`src/hw/acq_pkg.sv`:
```
// Acquisition side definitions: tag characters, buffer sizes,
// the byte event from the SPI sequencer and the block-RAM write bundle
package acq_pkg;

  // 6-bit NMEA style tag characters
  typedef logic [5:0] tag_char_t;

  localparam tag_char_t TAG_PULSE_CHAR = 6'h21;   // "!" marks a tag pulse
  localparam tag_char_t TAG_IDLE_CHAR  = 6'h20;   // space when nothing queued

  localparam int TAG_ADDR_BITS     = 11;                  // tag FIFO address bits
  localparam int TAG_DEPTH         = 2**TAG_ADDR_BITS;    // chars held by tag FIFO
  localparam int TAG_BITS_PER_CHIP = 3;                   // chip 0 low half, chip 1 high half

  localparam int CH1_BUF_DEPTH = 6;                       // chip 1 bytes held for replay

  // one write toward the byte-wide block RAM
  typedef struct packed {
    logic [7:0] data;
    logic       wr;                         // every data byte of chip 0
    logic       wr16;                       // 16-bit view, third byte of a triple skipped
    logic       x;                          // first x-axis byte of the frame
  } bram_wr_t;

  // completed byte pair, flags are one-clk strobes
  typedef struct packed {
    logic [7:0] d0;                         // chip 0 byte
    logic [7:0] d1;                         // chip 1 byte
    logic [6:0] byte_no;                    // 0 is the command slot
    logic       first_x;                    // byte 1 of the burst
    logic       wr_en;                      // any data byte
    logic       wr16_en;                    // data byte kept in 16-bit view
  } byte_evt_t;

endpackage

```
`src/hw/sync_fifo.sv`:
```
// Single-clock circular FIFO with a typed payload
// pop data is registered and shows up the clk after the pop
module sync_fifo #(
  parameter type payload_t = logic [7:0],
  parameter int  DEPTH     = 4
) (
  input  logic     clk,
  input  logic     rst_n,
  input  logic     push,
  input  payload_t push_data,
  input  logic     pop,
  output payload_t pop_data,
  output logic     empty,
  output logic     full
);
  localparam int PTR_W = (DEPTH > 1) ? $clog2(DEPTH) : 1;
  localparam int CNT_W = $clog2(DEPTH + 1);

  payload_t         mem [DEPTH];            // storage, no reset
  logic [PTR_W-1:0] wr_ptr;
  logic [PTR_W-1:0] rd_ptr;
  logic [CNT_W-1:0] count;                  // entries held
  logic             do_push;
  logic             do_pop;

  // wraps at DEPTH, so non power of two sizes work too
  function automatic logic [PTR_W-1:0] ptr_inc(input logic [PTR_W-1:0] p);
    return (p == PTR_W'(DEPTH - 1)) ? '0 : p + 1'b1;
  endfunction

  assign empty   = (count == '0);
  assign full    = (count == CNT_W'(DEPTH));
  assign do_pop  = pop && !empty;
  assign do_push = push && (!full || do_pop);   // full and no pop -> write is lost

  always_ff @(posedge clk)
  begin
    if (do_push)
      mem[wr_ptr] <= push_data;
    if (do_pop)
      pop_data <= mem[rd_ptr];              // head leaves on the same edge it is popped
  end

  always_ff @(posedge clk)
  begin
    if (!rst_n)
    begin
      wr_ptr <= '0;
      rd_ptr <= '0;
      count  <= '0;
    end
    else
    begin
      if (do_push)
        wr_ptr <= ptr_inc(wr_ptr);
      if (do_pop)
        rd_ptr <= ptr_inc(rd_ptr);
      case ({do_push, do_pop})
        2'b10:   count <= count + 1'b1;
        2'b01:   count <= count - 1'b1;
        default: count <= count;            // none, or both at once
      endcase
    end
  end

  // the owner must look at empty before it pops
  pop_not_empty: assert property (@(posedge clk) disable iff (!rst_n) pop |-> !empty)
    else $error("sync_fifo pop while empty");

endmodule

```
`src/hw/sample_packer.sv`:
```
// Sample packer: stamps tag bits into the 16-bit view, writes chip 0
// to the block RAM as it arrives and replays chip 1 after the frame
module sample_packer (
  input  logic               clk,
  input  logic               rst_n,
  input  acq_pkg::byte_evt_t evt,
  input  acq_pkg::tag_char_t tag_char,
  input  logic               frame_start,
  input  logic               frame_done,
  output acq_pkg::bram_wr_t  bram
);
  localparam int TB = acq_pkg::TAG_BITS_PER_CHIP;
  localparam int IB = $clog2(TB + 1);

  logic              tag_on;                 // toggles on each wr16 byte
  logic [IB-1:0]     tag_idx;                // next tag bit per chip
  logic              tag_hit;
  logic [TB-1:0]     tag_lo;                 // chip 0 share of the char
  logic [TB-1:0]     tag_hi;                 // chip 1 share
  logic [7:0]        d0_tag;
  logic [7:0]        d1_tag;
  logic [7:0]        ch1_data;
  logic              ch1_empty;
  logic              ch1_pop;
  logic              replay_vld;             // ch1_data valid, drive a wr16
  acq_pkg::bram_wr_t bram_q;                 // chip 0 path

  assign tag_lo  = tag_char[TB-1:0];
  assign tag_hi  = tag_char[2*TB-1:TB];
  assign tag_hit = evt.wr16_en && tag_on && (tag_idx < IB'(TB));   // every other wr16 byte
  assign d0_tag  = tag_hit ? {evt.d0[7:1], tag_lo[tag_idx]} : evt.d0;
  assign d1_tag  = tag_hit ? {evt.d1[7:1], tag_hi[tag_idx]} : evt.d1;

  always_ff @(posedge clk)
  begin
    if (!rst_n)
    begin
      tag_on  <= 1'b0;
      tag_idx <= '0;
    end
    else if (frame_start)
    begin
      tag_on  <= 1'b0;                       // first wr16 byte of a frame stays clean
      tag_idx <= '0;
    end
    else if (evt.wr16_en)
    begin
      tag_on <= !tag_on;
      if (tag_hit)
        tag_idx <= tag_idx + 1'b1;
    end
  end

  // chip 1 waits here until chip 0 is done
  sync_fifo #(
    .payload_t (logic [7:0]),
    .DEPTH     (acq_pkg::CH1_BUF_DEPTH)
  ) u_ch1_buf (
    .clk       (clk),
    .rst_n     (rst_n),
    .push      (evt.wr16_en),
    .push_data (d1_tag),
    .pop       (ch1_pop),
    .pop_data  (ch1_data),
    .empty     (ch1_empty),
    .full      ()                            // one frame never overfills at len 10
  );

  // drain back to back from the clk after frame_done
  assign ch1_pop = (frame_done || replay_vld) && !ch1_empty;

  always_ff @(posedge clk)
  begin
    if (!rst_n)
    begin
      replay_vld  <= 1'b0;
      bram_q.wr   <= 1'b0;
      bram_q.wr16 <= 1'b0;
      bram_q.x    <= 1'b0;
    end
    else
    begin
      replay_vld  <= ch1_pop;
      bram_q.wr   <= evt.wr_en;
      bram_q.wr16 <= evt.wr16_en;
      bram_q.x    <= evt.first_x;              // rides with the first wr
    end
    if (evt.wr_en)
      bram_q.data <= d0_tag;
  end

  assign bram = replay_vld ? '{data: ch1_data, wr: 1'b0, wr16: 1'b1, x: 1'b0} : bram_q;

  no_ch0_in_replay: assert property (@(posedge clk) disable iff (!rst_n)
    replay_vld |-> !bram_q.wr)
    else $error("chip 0 write collided with chip 1 replay");

  // sequencer marks triples, packer relies on the skip for tag spacing
  wr16_skips_third: assert property (@(posedge clk) disable iff (!rst_n)
    evt.wr16_en |-> (evt.byte_no % 3) != 0)
    else $error("wr16 on the third byte of a triple");

endmodule

```
`config.mk`:
```
export PLATFORM = sky130hd
export DESIGN_NAME = sample_packer
export DESIGN_NICKNAME = d
export VERILOG_FILES = /design/src/hw/acq_pkg.sv /design/src/hw/sync_fifo.sv /design/src/hw/sample_packer.sv
export SDC_FILE = /design/constraint.sdc
export NUM_CORES = 1
export LEC_CHECK = 0
export ABC_AREA = 1
export BUFFER_PORTS_ARGS = -buffer_cell sky130_fd_sc_hd__buf_2
export CAP_MARGIN = 20
export CORE_MARGIN = 3
export CORE_UTILIZATION = 50
export CTS_BUF_LIST = sky130_fd_sc_hd__clkbuf_16
export DETAILED_ROUTE_END_ITERATION = 7
export PLACE_DENSITY = 0.8
export SLEW_MARGIN = 20
export SYNTH_ARGS = -nofsm -noshare
export SYNTH_HDL_FRONTEND = slang
export SYNTH_HIERARCHICAL = 1
export SYNTH_SLANG_ARGS = --single-unit
```
`constraint.sdc`:
```
create_clock -name clk -period 4.9 [get_ports clk]
set_input_delay 0.735 -clock clk [delete_from_list [all_inputs] [get_ports clk]]
set_output_delay 0.735 -clock clk [all_outputs]
set_load 0.01 [all_outputs]
```
---- Yosys cells after proc, flatten, opt, wreduce, memory -nomap -nowiden ----
Memory sizes are Yosys's and may differ from the RTL's. A register that Yosys moved wholly into a read port is not among the register bits.
Index checks and enable logic that the tools add are counted.
W data, S select, Z words.
storage, ports and cells
  bits in registers ....................... 24
  RAM bits ................................ 48
  output and inout bits ................... 11
  word-level logic and storage cells ...... 50
  memories ................................ 1
cells by class
  add/sub/neg operators ................... 5
  magnitude comparators ................... 2
  equality and inequality tests ........... 5
  multiplexer cells ....................... 12
  bitwise logic cells ..................... 1
  reduce and logical (&&, ||, !) cells .... 14
memory list
  name           words  width  rd ports  clocked after Yosys merged registers in  write ports  line             text
  u_ch1_buf.mem  6      8      1         1                                        1            sync_fifo.sv:19  payload_t mem [DEPTH];
operators with widths
  cell                   number
  $mux W11               1
  $add A3 B1 Y3 const B  3
  $eq A3 B3 Y1 const B   3
  $mux W1                6
  $mux W3                2
  $pmux W3 S2            1
  $logic_and A1 B1 Y1    5
  $bmux W1 S2            2
  $logic_not A1 Y1       3
  $logic_not A3 Y1       1
  $lt A2 B3 Y1 const B   1
  $sub A3 B1 Y3 const B  1
  $add A2 B1 Y2 const B  1
  $eq A2 B1 Y1 const B   1
  $eq A2 B2 Y1 const B   1
  $logic_or A1 B1 Y1     2
  $lt A2 B2 Y1 const B   1
  $reduce_and A2 Y1      1
  $reduce_bool A2 Y1     1
  $reduce_or A2 Y1       1
  $not A1 Y1             1

---- Depth between registers and ports, before layout ----
  depth after elaboration ................. 8
  gate-level depth with buffers ........... 11

---- Cells and area by module ----
Netlist, hierarchy kept.
by module, submodules not included
  module         times used  cells an instance  area each (um^2)
  sync_fifo      1           211                2,622.5
  sample_packer  1           91                 720.7

---- Worst setup path after synthesis ----
Ideal clock, no wire load.
  kind .................................... input-to-reg
  from .................................... input port frame_done
  to ...................................... memory u_ch1_buf/mem[4][0] in the netlist's numbering, enable pin
  library setup time ...................... 0.395 ns
  arrival time ............................ 2.021 ns
  slack ................................... 2.485 ns
  cell stages on the path ................. 4
  cell sequence ........................... nor2_1 nor2_1 o21ai_4 nor4_1
between the ends
  cells in the longest elaborated chain, start to end .. 7
RTL lines
  what                           line                 text
  from (decl)                    sample_packer.sv:9   input logic frame_done,
  $logic_or A1 B1 Y1             sample_packer.sv:70  assign ch1_pop = (frame_done || replay_vld) && !ch1_empty;
  $logic_and A1 B1 Y1            sample_packer.sv:70
  named net ch1_pop              sample_packer.sv:24  logic ch1_pop;
  $logic_and A1 B1 Y1            sync_fifo.sv:33      assign do_pop = pop && !empty;
  $logic_or A1 B1 Y1             sync_fifo.sv:34      assign do_push = push && (!full || do_pop);
  $logic_and A1 B1 Y1            sync_fifo.sv:34
  $mux W1                        sync_fifo.sv:38      if (do_push)
  $mux W1 (implied by the code)  sync_fifo.sv:39      mem[wr_ptr] <= push_data;
  to (decl)                      sync_fifo.sv:19
The timed path passes the listed nets, and every way through them passes these cells.

---- Worst setup path in the final report ----
  from .................................... register replay_vld
  to ...................................... memory u_ch1_buf/mem[2][0] in the netlist's numbering, enable pin
between the ends
  cells in the longest elaborated chain, start to end .. 7
RTL lines
  what                           line                 text
  from (decl)                    sample_packer.sv:25  logic replay_vld;
  from (signal assigned)         sample_packer.sv:83  replay_vld <= ch1_pop;
  $logic_or A1 B1 Y1             sample_packer.sv:70
  $logic_and A1 B1 Y1            sample_packer.sv:70
  named net ch1_pop              sample_packer.sv:24
  $logic_and A1 B1 Y1            sync_fifo.sv:33
  $logic_or A1 B1 Y1             sync_fifo.sv:34
  $logic_and A1 B1 Y1            sync_fifo.sv:34
  $mux W1                        sync_fifo.sv:38
  $mux W1 (implied by the code)  sync_fifo.sv:39
The timed path passes the listed nets, and every way through them passes these cells.

==> impl_metrics.ini <==
[run_status]
status = finished clean

[critical_path]
cpMostUsedCell = nor2_1
critical-path-slowest-cell = dfxtp_1
worstSetupEndpointType = flop
path_buf_inv = 0
cp_data_required_time_ps = 4860
crit_family = simple AND/OR/NAND/NOR gates
slowest_delay_ps = 590
arrival_ps = 2400
crit_fanout = 13
crit_chain = nor2_1 -> nor2_1 -> o21ai_4 -> or2_4 -> nor3_2
start_kind = flop
path_class = reg -> reg

[layout]
mostFrequentLayoutCell = edfxtp_1
instances_no_fill = 424
diodes = 0
drive_above_1_share_pct = 21.6
final_nets = 381
layout.cells.most_common_list = 64 x edfxtp_1, 47 x nand2_1, 39 x buf_2
design_area_um2 = 3860
area.growth.synth_to_final_pct = 15.7

[clock_network]
cts.clk_slew.worst_paths_ps = 60
numCtsBuffers = 9
clkLatencyLatePin_ps = 330
clk_path_buf_depth = 2
cts_hold_buffers = 0
cts_max_level = 3
cts.sinks = 80
ctsResizeCount = 0
post_cts_buffers = 0
cts-root-buf = clkbuf_16
cts_tree = yes

[global_route]
gr-total-overflow = 0
antenna_found_initial = 0
grt.total_usage_pct = 16.5
grt_start_max_net_pins = 28
grt_pass1_wl_mm = 9.30
grt_pass1_vias = 2030

[routing]
wl_mm = 5.89
dr.pass1.iters = 4
postRouteAntennaNets = 0
drt_iter0_markers = 131
vias = 2210
wl_per_cell_um = 13.9
post-route-drc-count = 0
vias_per_cell = 5.21

[timing]
tightest_slew_ps = 951
rsz0062_at_grt = false
slew_viol_final = 0
relSlewSlack_pct = 36.5
skew_ps = 3.82
fin_tns_setup_ps = 0
max_freq_ghz = 0.410
fin_crit_sh_pct = 49.8
setup_viol_count_final = 0
hold_viol_final = 0
finalCriticalPeriod_ps = 2440

[synthesis]
syn_avg_cell_area_um2 = 11.1
synth_warnings = 6
syn_inst = 301
synth_area_um2 = 3340
synth_nets = 339

[floorplan]
die_w_um = 87.7
die-area_um2 = 7700
pin_count = 47
core-area_um2 = 6420
num_rows = 29
start_util_pct = 52.0
dieHeight_um = 87.7

[power_and_ir_drop]
power.leakage_nw = 1.50
cellPowerDensity_nw_per_um2 = 435
vdd_drop_max_v = 0.000198

[run]
drv_cap = 0

[placement]
dpl.cell_count = 409
post_dp_cell_area_um2 = 3580
io_buffers = 39
dpl.hpwl_mm = 3.91
gp_congestion = 0.755

[worst_hold_path]
hold_class = reg -> reg
## per-stage QoR
step	hold slack [ps]	setup slack, ps	util, %	total power, mW
finish	470	2460	60.2	1.68
global route	514	2270	60.2	1.76
CTS	469	2440	60.2	1.69
detailed placement	462	2320	55.7	1.06
global placement	452	2340	55.7	1.05
floorplan	442	2480	-	0.996
## report_power, final
group | switching, mW | total [mW] | internal, mW
Sequential | 0.0390 | 0.826 | 0.787
Combinational | 0.143 | 0.219 | 0.0762
Clock | 0.246 | 0.635 | 0.390
## sequential cells by signal, summed over array words and instances, names as in the netlist
name and cells:
tag_on 1, replay_vld 1, u_ch1_buf/count 3, u_ch1_buf/pop_data 8
u_ch1_buf/rd_ptr 3, u_ch1_buf/wr_ptr 3, tag_idx 2, u_ch1_buf/mem 48
bram_q 11
## worst paths after layout
kind / start / endpoint / slack (ps) / cells past startpoint
min reg2reg: tag_on$_SDFFE_PP0P_ / tag_on$_SDFFE_PP0P_ / 470 / 1
max: replay_vld$_SDFF_PN0_ / u_ch1_buf/mem[2][0]$_DFFE_PP_ / 2460 / 5
min: tag_on$_SDFFE_PP0P_ / tag_on$_SDFFE_PP0P_ / 470 / 1
max reg2reg: replay_vld$_SDFF_PN0_ / u_ch1_buf/mem[2][0]$_DFFE_PP_ / 2460 / 5
## final cells by class
| cell class | instances | area, µm² |
|---|---|---|
| repair buffers | 40 | 203 |
| flip-flops and latches | 80 | 2240 |
| fillers | 500 | 2560 |
| well taps | 77 | 96.3 |
| clock inverters | 6 | 61.3 |
| multi-input cells | 179 | 908 |
| clock buffers | 9 | 225 |
| inverters | 33 | 129 |
## metal layers
metal / wire length, µm / GRT usage [%] / vias up
li1: - / - / 1118
met2: 2950 / 27.2 / 57
met3: 279 / 4.61 / 8
met1: 2560 / 19.2 / 1027
met4: 95 / 10.0 / 0
met5: 0 / 0 / -
(Power assumes the default switching activity.)
