`src/hw/adxl_spi_pkg.sv`:
```
// ADXL355 SPI framing constants and the shared pin bundle
// one SCLK, CSn and MOSI fan out to both chips, MISO is per chip
package adxl_spi_pkg;

  // byte and burst geometry
  localparam int CMD_W  = 8;                // command byte, also the data byte width
  localparam int LEN_W  = 4;                // burst length in bytes incl command
  localparam int SLOT_W = 4;                // 16 clk_en ticks per byte, 2 per bit
  localparam int IDX_W  = LEN_W + SLOT_W;   // frame index = {byte slot, tick in slot}

  // landmarks inside the frame index
  localparam int TICK_CSN_LOW = 1;          // csn falls here
  localparam int TICK_SCLK_ON = 2;          // sclk gate opens, cmd loaded to mosi
  localparam int TAIL_TICKS   = 4;          // ticks after last slot until frame done

  // pins toward the chip pair, same layout for host and sequencer
  typedef struct packed {
    logic mosi;                             // shared data out
    logic sclk;                             // shared clock, idles low
    logic csn;                              // shared select, active low
  } spi_pins_t;

endpackage

```
`src/hw/acq_pkg.sv`:
```
// Acquisition side definitions: tag characters, buffer sizes,
// the byte event from the SPI sequencer and the block-RAM write bundle
package acq_pkg;

  // 6-bit NMEA style tag characters
  typedef logic [5:0] tag_char_t;

  localparam tag_char_t TAG_PULSE_CHAR = 6'h21;   // "!" marks a tag pulse
  localparam tag_char_t TAG_IDLE_CHAR  = 6'h20;   // space when nothing queued

  localparam int TAG_ADDR_BITS     = 11;                  // tag FIFO address bits
  localparam int TAG_DEPTH         = 2**TAG_ADDR_BITS;    // chars held by tag FIFO
  localparam int TAG_BITS_PER_CHIP = 3;                   // chip 0 low half, chip 1 high half

  localparam int CH1_BUF_DEPTH = 6;                       // chip 1 bytes held for replay

  // one write toward the byte-wide block RAM
  typedef struct packed {
    logic [7:0] data;
    logic       wr;                         // every data byte of chip 0
    logic       wr16;                       // 16-bit view, third byte of a triple skipped
    logic       x;                          // first x-axis byte of the frame
  } bram_wr_t;

  // completed byte pair, flags are one-clk strobes
  typedef struct packed {
    logic [7:0] d0;                         // chip 0 byte
    logic [7:0] d1;                         // chip 1 byte
    logic [6:0] byte_no;                    // 0 is the command slot
    logic       first_x;                    // byte 1 of the burst
    logic       wr_en;                      // any data byte
    logic       wr16_en;                    // data byte kept in 16-bit view
  } byte_evt_t;

endpackage

```
`src/hw/spi_burst_seq.sv`:
```
// SPI burst sequencer for the ADXL355 pair: frame index, pin timing,
// command shift out, dual MISO shift in, byte events and direct-mode grant
module spi_burst_seq (
  input  logic                           clk,
  input  logic                           rst_n,
  input  logic                           clk_en,     // one clk pulse per index step
  input  logic                           sync,       // start a burst when idle
  input  logic [adxl_spi_pkg::CMD_W-1:0] cmd,
  input  logic [adxl_spi_pkg::LEN_W-1:0] len,        // bytes incl command
  input  logic                           direct,     // host asks for the pins
  input  logic                           miso0,
  input  logic                           miso1,
  output adxl_spi_pkg::spi_pins_t        pins,
  output logic                           direct_en,  // host owns the pins
  output logic                           frame_start,
  output logic                           frame_done,
  output acq_pkg::byte_evt_t             evt
);
  localparam int IW = adxl_spi_pkg::IDX_W;
  localparam int SW = adxl_spi_pkg::SLOT_W;
  localparam int BW = adxl_spi_pkg::CMD_W;

  logic [IW-1:0]                  index;      // {byte slot, tick}, parks at idx_end
  logic [IW-1:0]                  idx_end;
  logic [adxl_spi_pkg::LEN_W-1:0] len_q;
  logic [BW-1:0]                  cmd_q;
  logic                           idle;
  logic                           start;
  logic                           tick;       // clk_en inside a frame
  logic                           bit_tick;   // even ticks, sclk falls, miso sampled
  logic                           csn_q;
  logic                           sclk_q;
  logic                           sclk_en;
  logic [BW-1:0]                  mosi_sr;
  logic [BW-1:0]                  ring;       // one-hot bit position within a byte
  logic [BW-1:0]                  sr0;
  logic [BW-1:0]                  sr1;
  logic [BW-1:0]                  nxt0;
  logic [BW-1:0]                  nxt1;
  logic                           byte_done;
  logic [6:0]                     byte_no;
  logic [1:0]                     trip;       // position inside an x/y/z triple

  assign idx_end   = {len_q, SW'(adxl_spi_pkg::TAIL_TICKS)};
  assign idle      = (index == idx_end);
  assign start     = idle && sync && !direct_en;   // sync mid-frame or in direct mode ignored
  assign tick      = clk_en && !idle;
  assign bit_tick  = tick && !index[0];
  assign nxt0      = {sr0[BW-2:0], miso0};
  assign nxt1      = {sr1[BW-2:0], miso1};
  assign byte_done = bit_tick && sclk_en && ring[BW-1];   // last bit of a byte sampled now
  assign byte_no   = 7'(index[IW-1:SW]) - 7'd1;           // slot n+1 closes byte n

  assign pins = '{mosi: mosi_sr[BW-1], sclk: sclk_q, csn: csn_q};

  // frame index and arbitration
  always_ff @(posedge clk)
  begin
    if (!rst_n)
    begin
      index       <= IW'(adxl_spi_pkg::TAIL_TICKS);   // empty frame, already finished
      len_q       <= '0;
      direct_en   <= 1'b0;
      frame_start <= 1'b0;
      frame_done  <= 1'b0;
    end
    else
    begin
      frame_start <= start;
      frame_done  <= tick && (index == idx_end - 1'b1);
      if (start)
      begin
        index <= '0;
        len_q <= len;
      end
      else if (tick)
        index <= index + 1'b1;
      if (clk_en && idle && !start)
        direct_en <= direct;                // grant only moves between frames
    end
  end

  always_ff @(posedge clk)
  begin
    if (start)
      cmd_q <= cmd;                         // held for the burst
  end

  // pin timing, one step per tick
  always_ff @(posedge clk)
  begin
    if (!rst_n)
    begin
      csn_q   <= 1'b1;
      sclk_q  <= 1'b0;
      sclk_en <= 1'b0;
      mosi_sr <= '0;
      ring    <= '0;
    end
    else if (tick)
    begin
      if (index == IW'(adxl_spi_pkg::TICK_CSN_LOW))
        csn_q <= 1'b0;
      else if (index == {len_q, SW'(adxl_spi_pkg::TAIL_TICKS - 1)})
        csn_q <= 1'b1;                      // one tick after sclk stops
      if (index == IW'(adxl_spi_pkg::TICK_SCLK_ON))
        sclk_en <= 1'b1;
      else if (index == {len_q, SW'(adxl_spi_pkg::TICK_SCLK_ON)})
        sclk_en <= 1'b0;                    // 16 x len ticks later
      sclk_q <= sclk_en ? index[0] : 1'b0;  // high on odd ticks, mode 0
      if (!index[0])
      begin
        mosi_sr <= (index[IW-1:1] == 1) ? cmd_q : {mosi_sr[BW-2:0], 1'b0};   // MSB first
        ring    <= (index[IW-1:1] == 1) ? BW'(1) : {ring[BW-2:0], ring[BW-1]};
      end
    end
  end

  // MISO shift, both chips in step
  always_ff @(posedge clk)
  begin
    if (bit_tick)
    begin
      sr0 <= nxt0;
      sr1 <= nxt1;
    end
  end

  always_ff @(posedge clk)
  begin
    if (!rst_n)
      trip <= '0;
    else if (start)
      trip <= '0;
    else if (byte_done && byte_no != '0)
      trip <= (trip == 2'd2) ? 2'd0 : trip + 1'b1;
  end

  // byte events, flags last one clk
  always_ff @(posedge clk)
  begin
    if (!rst_n)
    begin
      evt.wr_en   <= 1'b0;
      evt.wr16_en <= 1'b0;
      evt.first_x <= 1'b0;
    end
    else
    begin
      evt.wr_en   <= byte_done && byte_no != '0;                 // command slot excluded
      evt.wr16_en <= byte_done && byte_no != '0 && trip != 2'd2; // drop third byte
      evt.first_x <= byte_done && byte_no == 7'd1;
    end
    if (byte_done)
    begin
      evt.d0      <= nxt0;
      evt.d1      <= nxt1;
      evt.byte_no <= byte_no;
    end
  end

  sclk_in_frame: assert property (@(posedge clk) disable iff (!rst_n)
    !$stable(pins.sclk) |-> !pins.csn)
    else $error("sclk toggled with csn high");

  // the host mux in the top must never switch under an active select
  grant_between_frames: assert property (@(posedge clk) disable iff (!rst_n)
    !$stable(direct_en) |-> pins.csn && $past(pins.csn))
    else $error("direct_en changed inside a frame");

endmodule

```
`config.mk`:
```
export PLATFORM = sky130hd
export DESIGN_NAME = spi_burst_seq
export DESIGN_NICKNAME = d
export VERILOG_FILES = /design/src/hw/adxl_spi_pkg.sv /design/src/hw/acq_pkg.sv /design/src/hw/spi_burst_seq.sv
export SDC_FILE = /design/constraint.sdc
export NUM_CORES = 1
export LEC_CHECK = 0
export ABC_AREA = 1
export BUFFER_PORTS_ARGS = -buffer_cell sky130_fd_sc_hd__buf_2
export CORE_ASPECT_RATIO = 0.9
export CORE_MARGIN = 1
export CORE_UTILIZATION = 56
export CTS_CLUSTER_DIAMETER = 120
export CTS_CLUSTER_SIZE = 40
export DETAILED_ROUTE_END_ITERATION = 8
export GPL_ROUTABILITY_DRIVEN = 0
export HOLD_SLACK_MARGIN = 0.05
export PLACE_DENSITY_LB_ADDON = 0.05
export SYNTH_ARGS = -nofsm -noshare
export SYNTH_HDL_FRONTEND = slang
export SYNTH_SLANG_ARGS = --single-unit
```
`constraint.sdc`:
```
create_clock -name clk -period 2.7 [get_ports clk]
set_input_delay 0.135 -clock clk [delete_from_list [all_inputs] [get_ports clk]]
set_output_delay 0.135 -clock clk [all_outputs]
set_load 0.05 [all_outputs]
```
Word-level counts from Yosys, hierarchy flattened
Cells that the tools add are included.

Input port bits: 19. Output and inout bits: 32. Flip-flop bits (word level): 84. Word-level logic and storage cells: 71.

Add/sub/neg operators: 4. Reductions and logical operators: 24. Mux-type cells: 10. Bitwise gates (word level): 2. Equal/unequal tests: 10.

Operators by type and width (count): 8-bit equality test (4); 8-bit 2-to-1 mux (2); 7-bit by 1-bit equality test with 1-bit output, second input constant (2); 1-bit logical AND (12); 8-bit by 1-bit adder with 8-bit output, second input constant (1); 8-bit by 1-bit equality test with 1-bit output, second input constant (1); 8-bit by 2-bit equality test with 1-bit output, second input constant (1); 8-bit by 1-bit subtractor with 8-bit output, second input constant (1); 7-bit nonzero test (1); 3-bit 2-to-1 mux (2); 2-bit AND reduction (3); 2-bit nonzero test (3); 1-bit 2-to-1 mux (5); 4-bit by 1-bit subtractor with 5-bit output, second input constant (1); 1-bit logical NOT (4); 2-bit by 1-bit adder with 2-bit output, second input constant (1); 2-bit equality test, second input constant (1); 2-bit 2-to-1 mux (1); 2-bit inequality test, second input constant (1); 1-bit NOT (2); 2-bit OR reduction (1).

Longest topological paths before layout
Word-level depth: 8. Mapped depth: 11. Depth with buffers taken out: 11.

Least setup slack after synthesis
No wires, ideal clock.

Path kind: reg2reg. Start point: reg index[0]. End point: reg evt[0] (netlist name). Clock period less this slack: 2138 ps. Setup slack: 562 ps. Cell stages (with the launch flop): 10. Setup time: 73 ps. Data arrival time: 2065 ps. Buffers on the path: 0. Cell sequence: dfxtp_1 inv_1 ha_1 nand2_1 nor2_1 nand3_4 nand3_4 nor2_2 nand3_1 a21oi_1.

Longest elaborated chain between the ends: 8.

Ends and longest elaborated chain: from (decl) (RTL line spi_burst_seq.sv:23) `logic [IW-1:0] index;`; from (signal assigned) (RTL line spi_burst_seq.sv:61) `index <= IW'(adxl_spi_pkg::TAIL_TICKS);`; from (signal assigned) (RTL line spi_burst_seq.sv:77) `index <= index + 1'b1;`; 8-bit equality test (RTL line spi_burst_seq.sv:45) `assign idle = (index == idx_end);`; 1-bit logical NOT (RTL line spi_burst_seq.sv:47) `assign tick = clk_en && !idle;`; 1-bit logical AND (RTL line spi_burst_seq.sv:47); 1-bit logical AND (*) (RTL line spi_burst_seq.sv:48) `assign bit_tick = tick && !index[0];`; 1-bit logical AND (*) (2 in a row) (RTL line spi_burst_seq.sv:51) `assign byte_done = bit_tick && sclk_en && ring[BW-1];`; net byte_done (RTL line spi_burst_seq.sv:40) `logic byte_done;`; 1-bit logical AND (*) (2 in a row) (RTL line spi_burst_seq.sv:151) `evt.wr16_en <= byte_done && byte_no != '0 && trip != 2'd2;`; to (decl) (RTL line spi_burst_seq.sv:17) `output acq_pkg::byte_evt_t evt`.

The timed path passes the listed nets; every way through them passes the cells marked *. A chain may end at the register's enable or synchronous reset.

Worst setup path in the final report
Same ends and word-level chain as after synthesis.

==> flow_summary_export.csv <==
group,metric,value,unit
setup_path,cpPeakStageDelay,0.46,ns
clocking,cts_made_buffers,9,
pwr,sequentialPowerShare,51.8,%
synth,synthTopCellsByArea,"edfxtp_1 (40%), dfxtp_1 (24%), nand2_1 (8.4%)",
timing,fmax,469,MHz
setup_path,cp.arrival,2.41,ns
synth,ys_types,29,
timing,rsz0062_at_grt,"no",
synth,ys_ff_latch,82,
cells_and_area,n_fill_cell,408,
clocking,clock_path_buffers,2,
pwr,ir_drop,0.615,mV
global_routing,grt_usage,20.7,%
die,rows,25,
route,totalWireLength,5.64,mm
setup_path,reg2reg_from,"index[0]",
die,boundaryPins,51,
setup_path,path_cells,"inv_1 -> ha_1 -> nand2_1 -> nor2_1 -> nand3_4 -> nand3_4 -> nor2_2 -> buf_4 -> nand3_1 -> a21oi_1",
synth,yosysSeqAreaShare,63.6,%
setup_path,crit_type,"reg2reg",
timing,finalCritPeriodShare,78.9,%
synth,synth_nets,340,
clocking,path_clk_slew,0.09,ns
setup_path,rrSetupSlack,0.57,ns
setup_path,critical_path_buf_inv_count,2,
timing,fin_crit,2.13,ns
global_routing,gr-total-overflow,0,
cells_and_area,multiInputGateArea,978,µm²
route,wl_met3,334,µm
setup_path,crit_slowest_cell,"dfxtp_1",
clocking,clock-sinks,82,
setup_path,cp_max_fo,24,
placed_design,io_buffers,50,
route,drtAntennaViolNets,0,
route,first_pass_iters,4,
timing,finClkSkew,0.00825,ns
die,initial_core_util,60.2,%
setup_path,worst_setup_path_end_kind,"flop",
route,met1Wirelength,2.65,mm
global_routing,grt_max_degree,31,
synth,syn_inst,312,
setup_path,ff2ff_path_depth,10,
clocking,root_buffer,"clkbuf_8",
hold_path,min_from,"rst_n",
timing,drv_slew,0,
pwr,switching_share,32.8,%
route,drt-vias-per-instance,5.02,
hold_path,hold_path_depth,2,
pwr,p_switching,1.11,mW
route,drt_iter0_markers,122,
synth,ys_warn_count,0,
clocking,clk_latency,0.35,ns
clocking,htreeDepth,3,
setup_path,crit_path_start,"index[0]",
hold_path,hp-class,"in2reg",
pwr,p_int,2.28,mW
timing,setup_viol,0,
timing,timing.slew.headroom,66.9,%
timing,tightest_slew,0.494,ns
route,drc,0,
setup_path,crit_top_cell,"nand3_4",
timing,timing.hold.ws,0.125,ns
setup_path,cp_data_required_time,2.97,ns
pwr,power.share.combinational,21.7,%
timing,timing.setup.tns,0,ns
synth,yosysTopAreaCell,"edfxtp_1",
pwr,p_leak,1.57,nW
placed_design,place_hpwl,3.55,mm
route,wl_met2,2.59,mm
setup_path,crit_family,"simple AND/OR/NAND/NOR gates",
pwr,p_clk_share,26.5,%
die,die_width,82.4,µm
synth,yosys.area.top_type_share,39.6,%
synth,netlist_area,3260,µm²
cells_and_area,diodes,0,
die,die_area,6130,µm²
cells_and_area,drive_gt1_share,21.7,%
die,die_h,74.4,µm
setup_path,cp-start-kind,"flop",
cells_and_area,regArea,2070,µm²
cells_and_area,syn_to_final_growth,18.3,%
clocking,cts_tree,"done",
hold_path,min_to,"csn_q",
timing,hold_violations,0,
flow_run,max-cap-violations,0,
global_routing,grt_pass1_vias,2006,
global_routing,grt_pass1_wl,9.16,mm
pwr,power_density,880,nW/µm²
status,status,"finished, final reports clean",
route,wl_per_cell,12.6,µm
cells_and_area,layout.nets,405,
synth,syn_avg_cell_area,10.4,µm²
route,vias,2253,
die,coreArea,5410,µm²
setup_path,r2r-end,"evt[0]",
route,routed.top_layer,"met4",
global_routing,antenna_found_initial,0,
==> flip-flops by register name, indices dropped and copies added, names as in the netlist <==
name,count
evt,24
cmd_q,8
index,8
mosi_sr,8
ring,8
sr0,7
sr1,7
len_q,4
trip,2
csn_q,1
direct_en,1
frame_done,1
frame_start,1
sclk_en,1
sclk_q,1
==> cells in the mapped netlist (all sizes together) <==
master,number
nor2,28
nor4,1
inv,29
nand3,20
nor3,5
nand2,75
o21ai,19
a211oi,1
dfxtp,39
xnor2,1
xor2,4
nand4,6
ha,9
buf,11
clkbuf,1
edfxtp,43
a21oi,20
==> power by group through the flow <==
stage / clock network, mW / logic [mW] / registers (mW)
2_1_floorplan: 0 / 0.583 / 1.79
3_3_place_gp: 0 / 0.702 / 1.78
3_5_place_dp: 0 / 0.714 / 1.78
4_1_cts: 0.920 / 0.733 / 1.76
5_1_grt: 0.979 / 0.829 / 1.79
6_report: 0.899 / 0.738 / 1.76
==> stage by stage <==
step                power, mW  utilization, %  setup WS (ns)  instance area (µm²)  std cells
finish                   3.40            71.3          0.569                 3860        449
global route             3.60            71.3          0.268                 3860        449
CTS                      3.41            71.3          0.538                 3860        449
detailed placement       2.50            64.8          0.562                 3510        418
global placement         2.48            64.8          0.697                 3510        418
floorplan                2.37               -          0.562                 3260        312
==> worst max-delay path by stage <==
stage               cells past startpoint      end
global route                           10   evt[0]
global placement                        8  evt[16]
detailed placement                     10   evt[0]
CTS                                    10   evt[0]
finish                                 10   evt[0]
floorplan                               9   evt[0]
==> layout by cell type (no fill, tap or decap), types with 3 or more instances in the layout <==
cell            n
clkbuf_8        9
nor3_1          3
edfxtp_1       43
nand2_1        73
nand3_1        18
nor2_1         25
dfxtp_1        39
inv_2           5
ha_1            9
nand4_1         6
dlygate4sd3_1  15
o21ai_0        17
buf_2          50
a21oi_1        20
inv_1          22
xor2_1          4
==> routing by layer <==
metal | track usage [%] | vias up
li1 | - | 1162
met1 | 27.3 | 1023
met4 | 6.43 | 0
met3 | 8.34 | 6
met5 | 0 | -
met2 | 31.3 | 62
==> logic make-up (layout without fill, tap and decap cells) <==
| kind of cell | Yosys count | after routing | synth area share [%] |
|---|---|---|---|
| buffers and inverters | 41 | 111 | 6.41 |
| flip-flops | 82 | 82 | 63.6 |
| XOR/XNOR | 5 | 5 | 1.34 |
| adder cells (fa/ha/maj) | 9 | 9 | 3.45 |
| AO/OA/AOI/OAI | 40 | 40 | 6.37 |
| AND/OR/NAND/NOR | 135 | 135 | 18.8 |
==> cell type report <==
cell class | instances | area share [%]
clock buffers | 10 | 3.31
clock inverters | 6 | 1.91
inverters | 29 | 2.95
multi-input cells | 189 | 25.4
flip-flops and latches | 82 | 53.7
well taps | 67 | 2.17
repair buffers | 66 | 10.6
==> repair_timing <==
item / 4_1_cts / 5_1_grt
buffers inserted: 0 / 0
hold buffers: 15 / 0
resized for setup: 0 / 0
endpoints found under the hold margin: 17 / 0
Power figures use the tool's default switching activity.
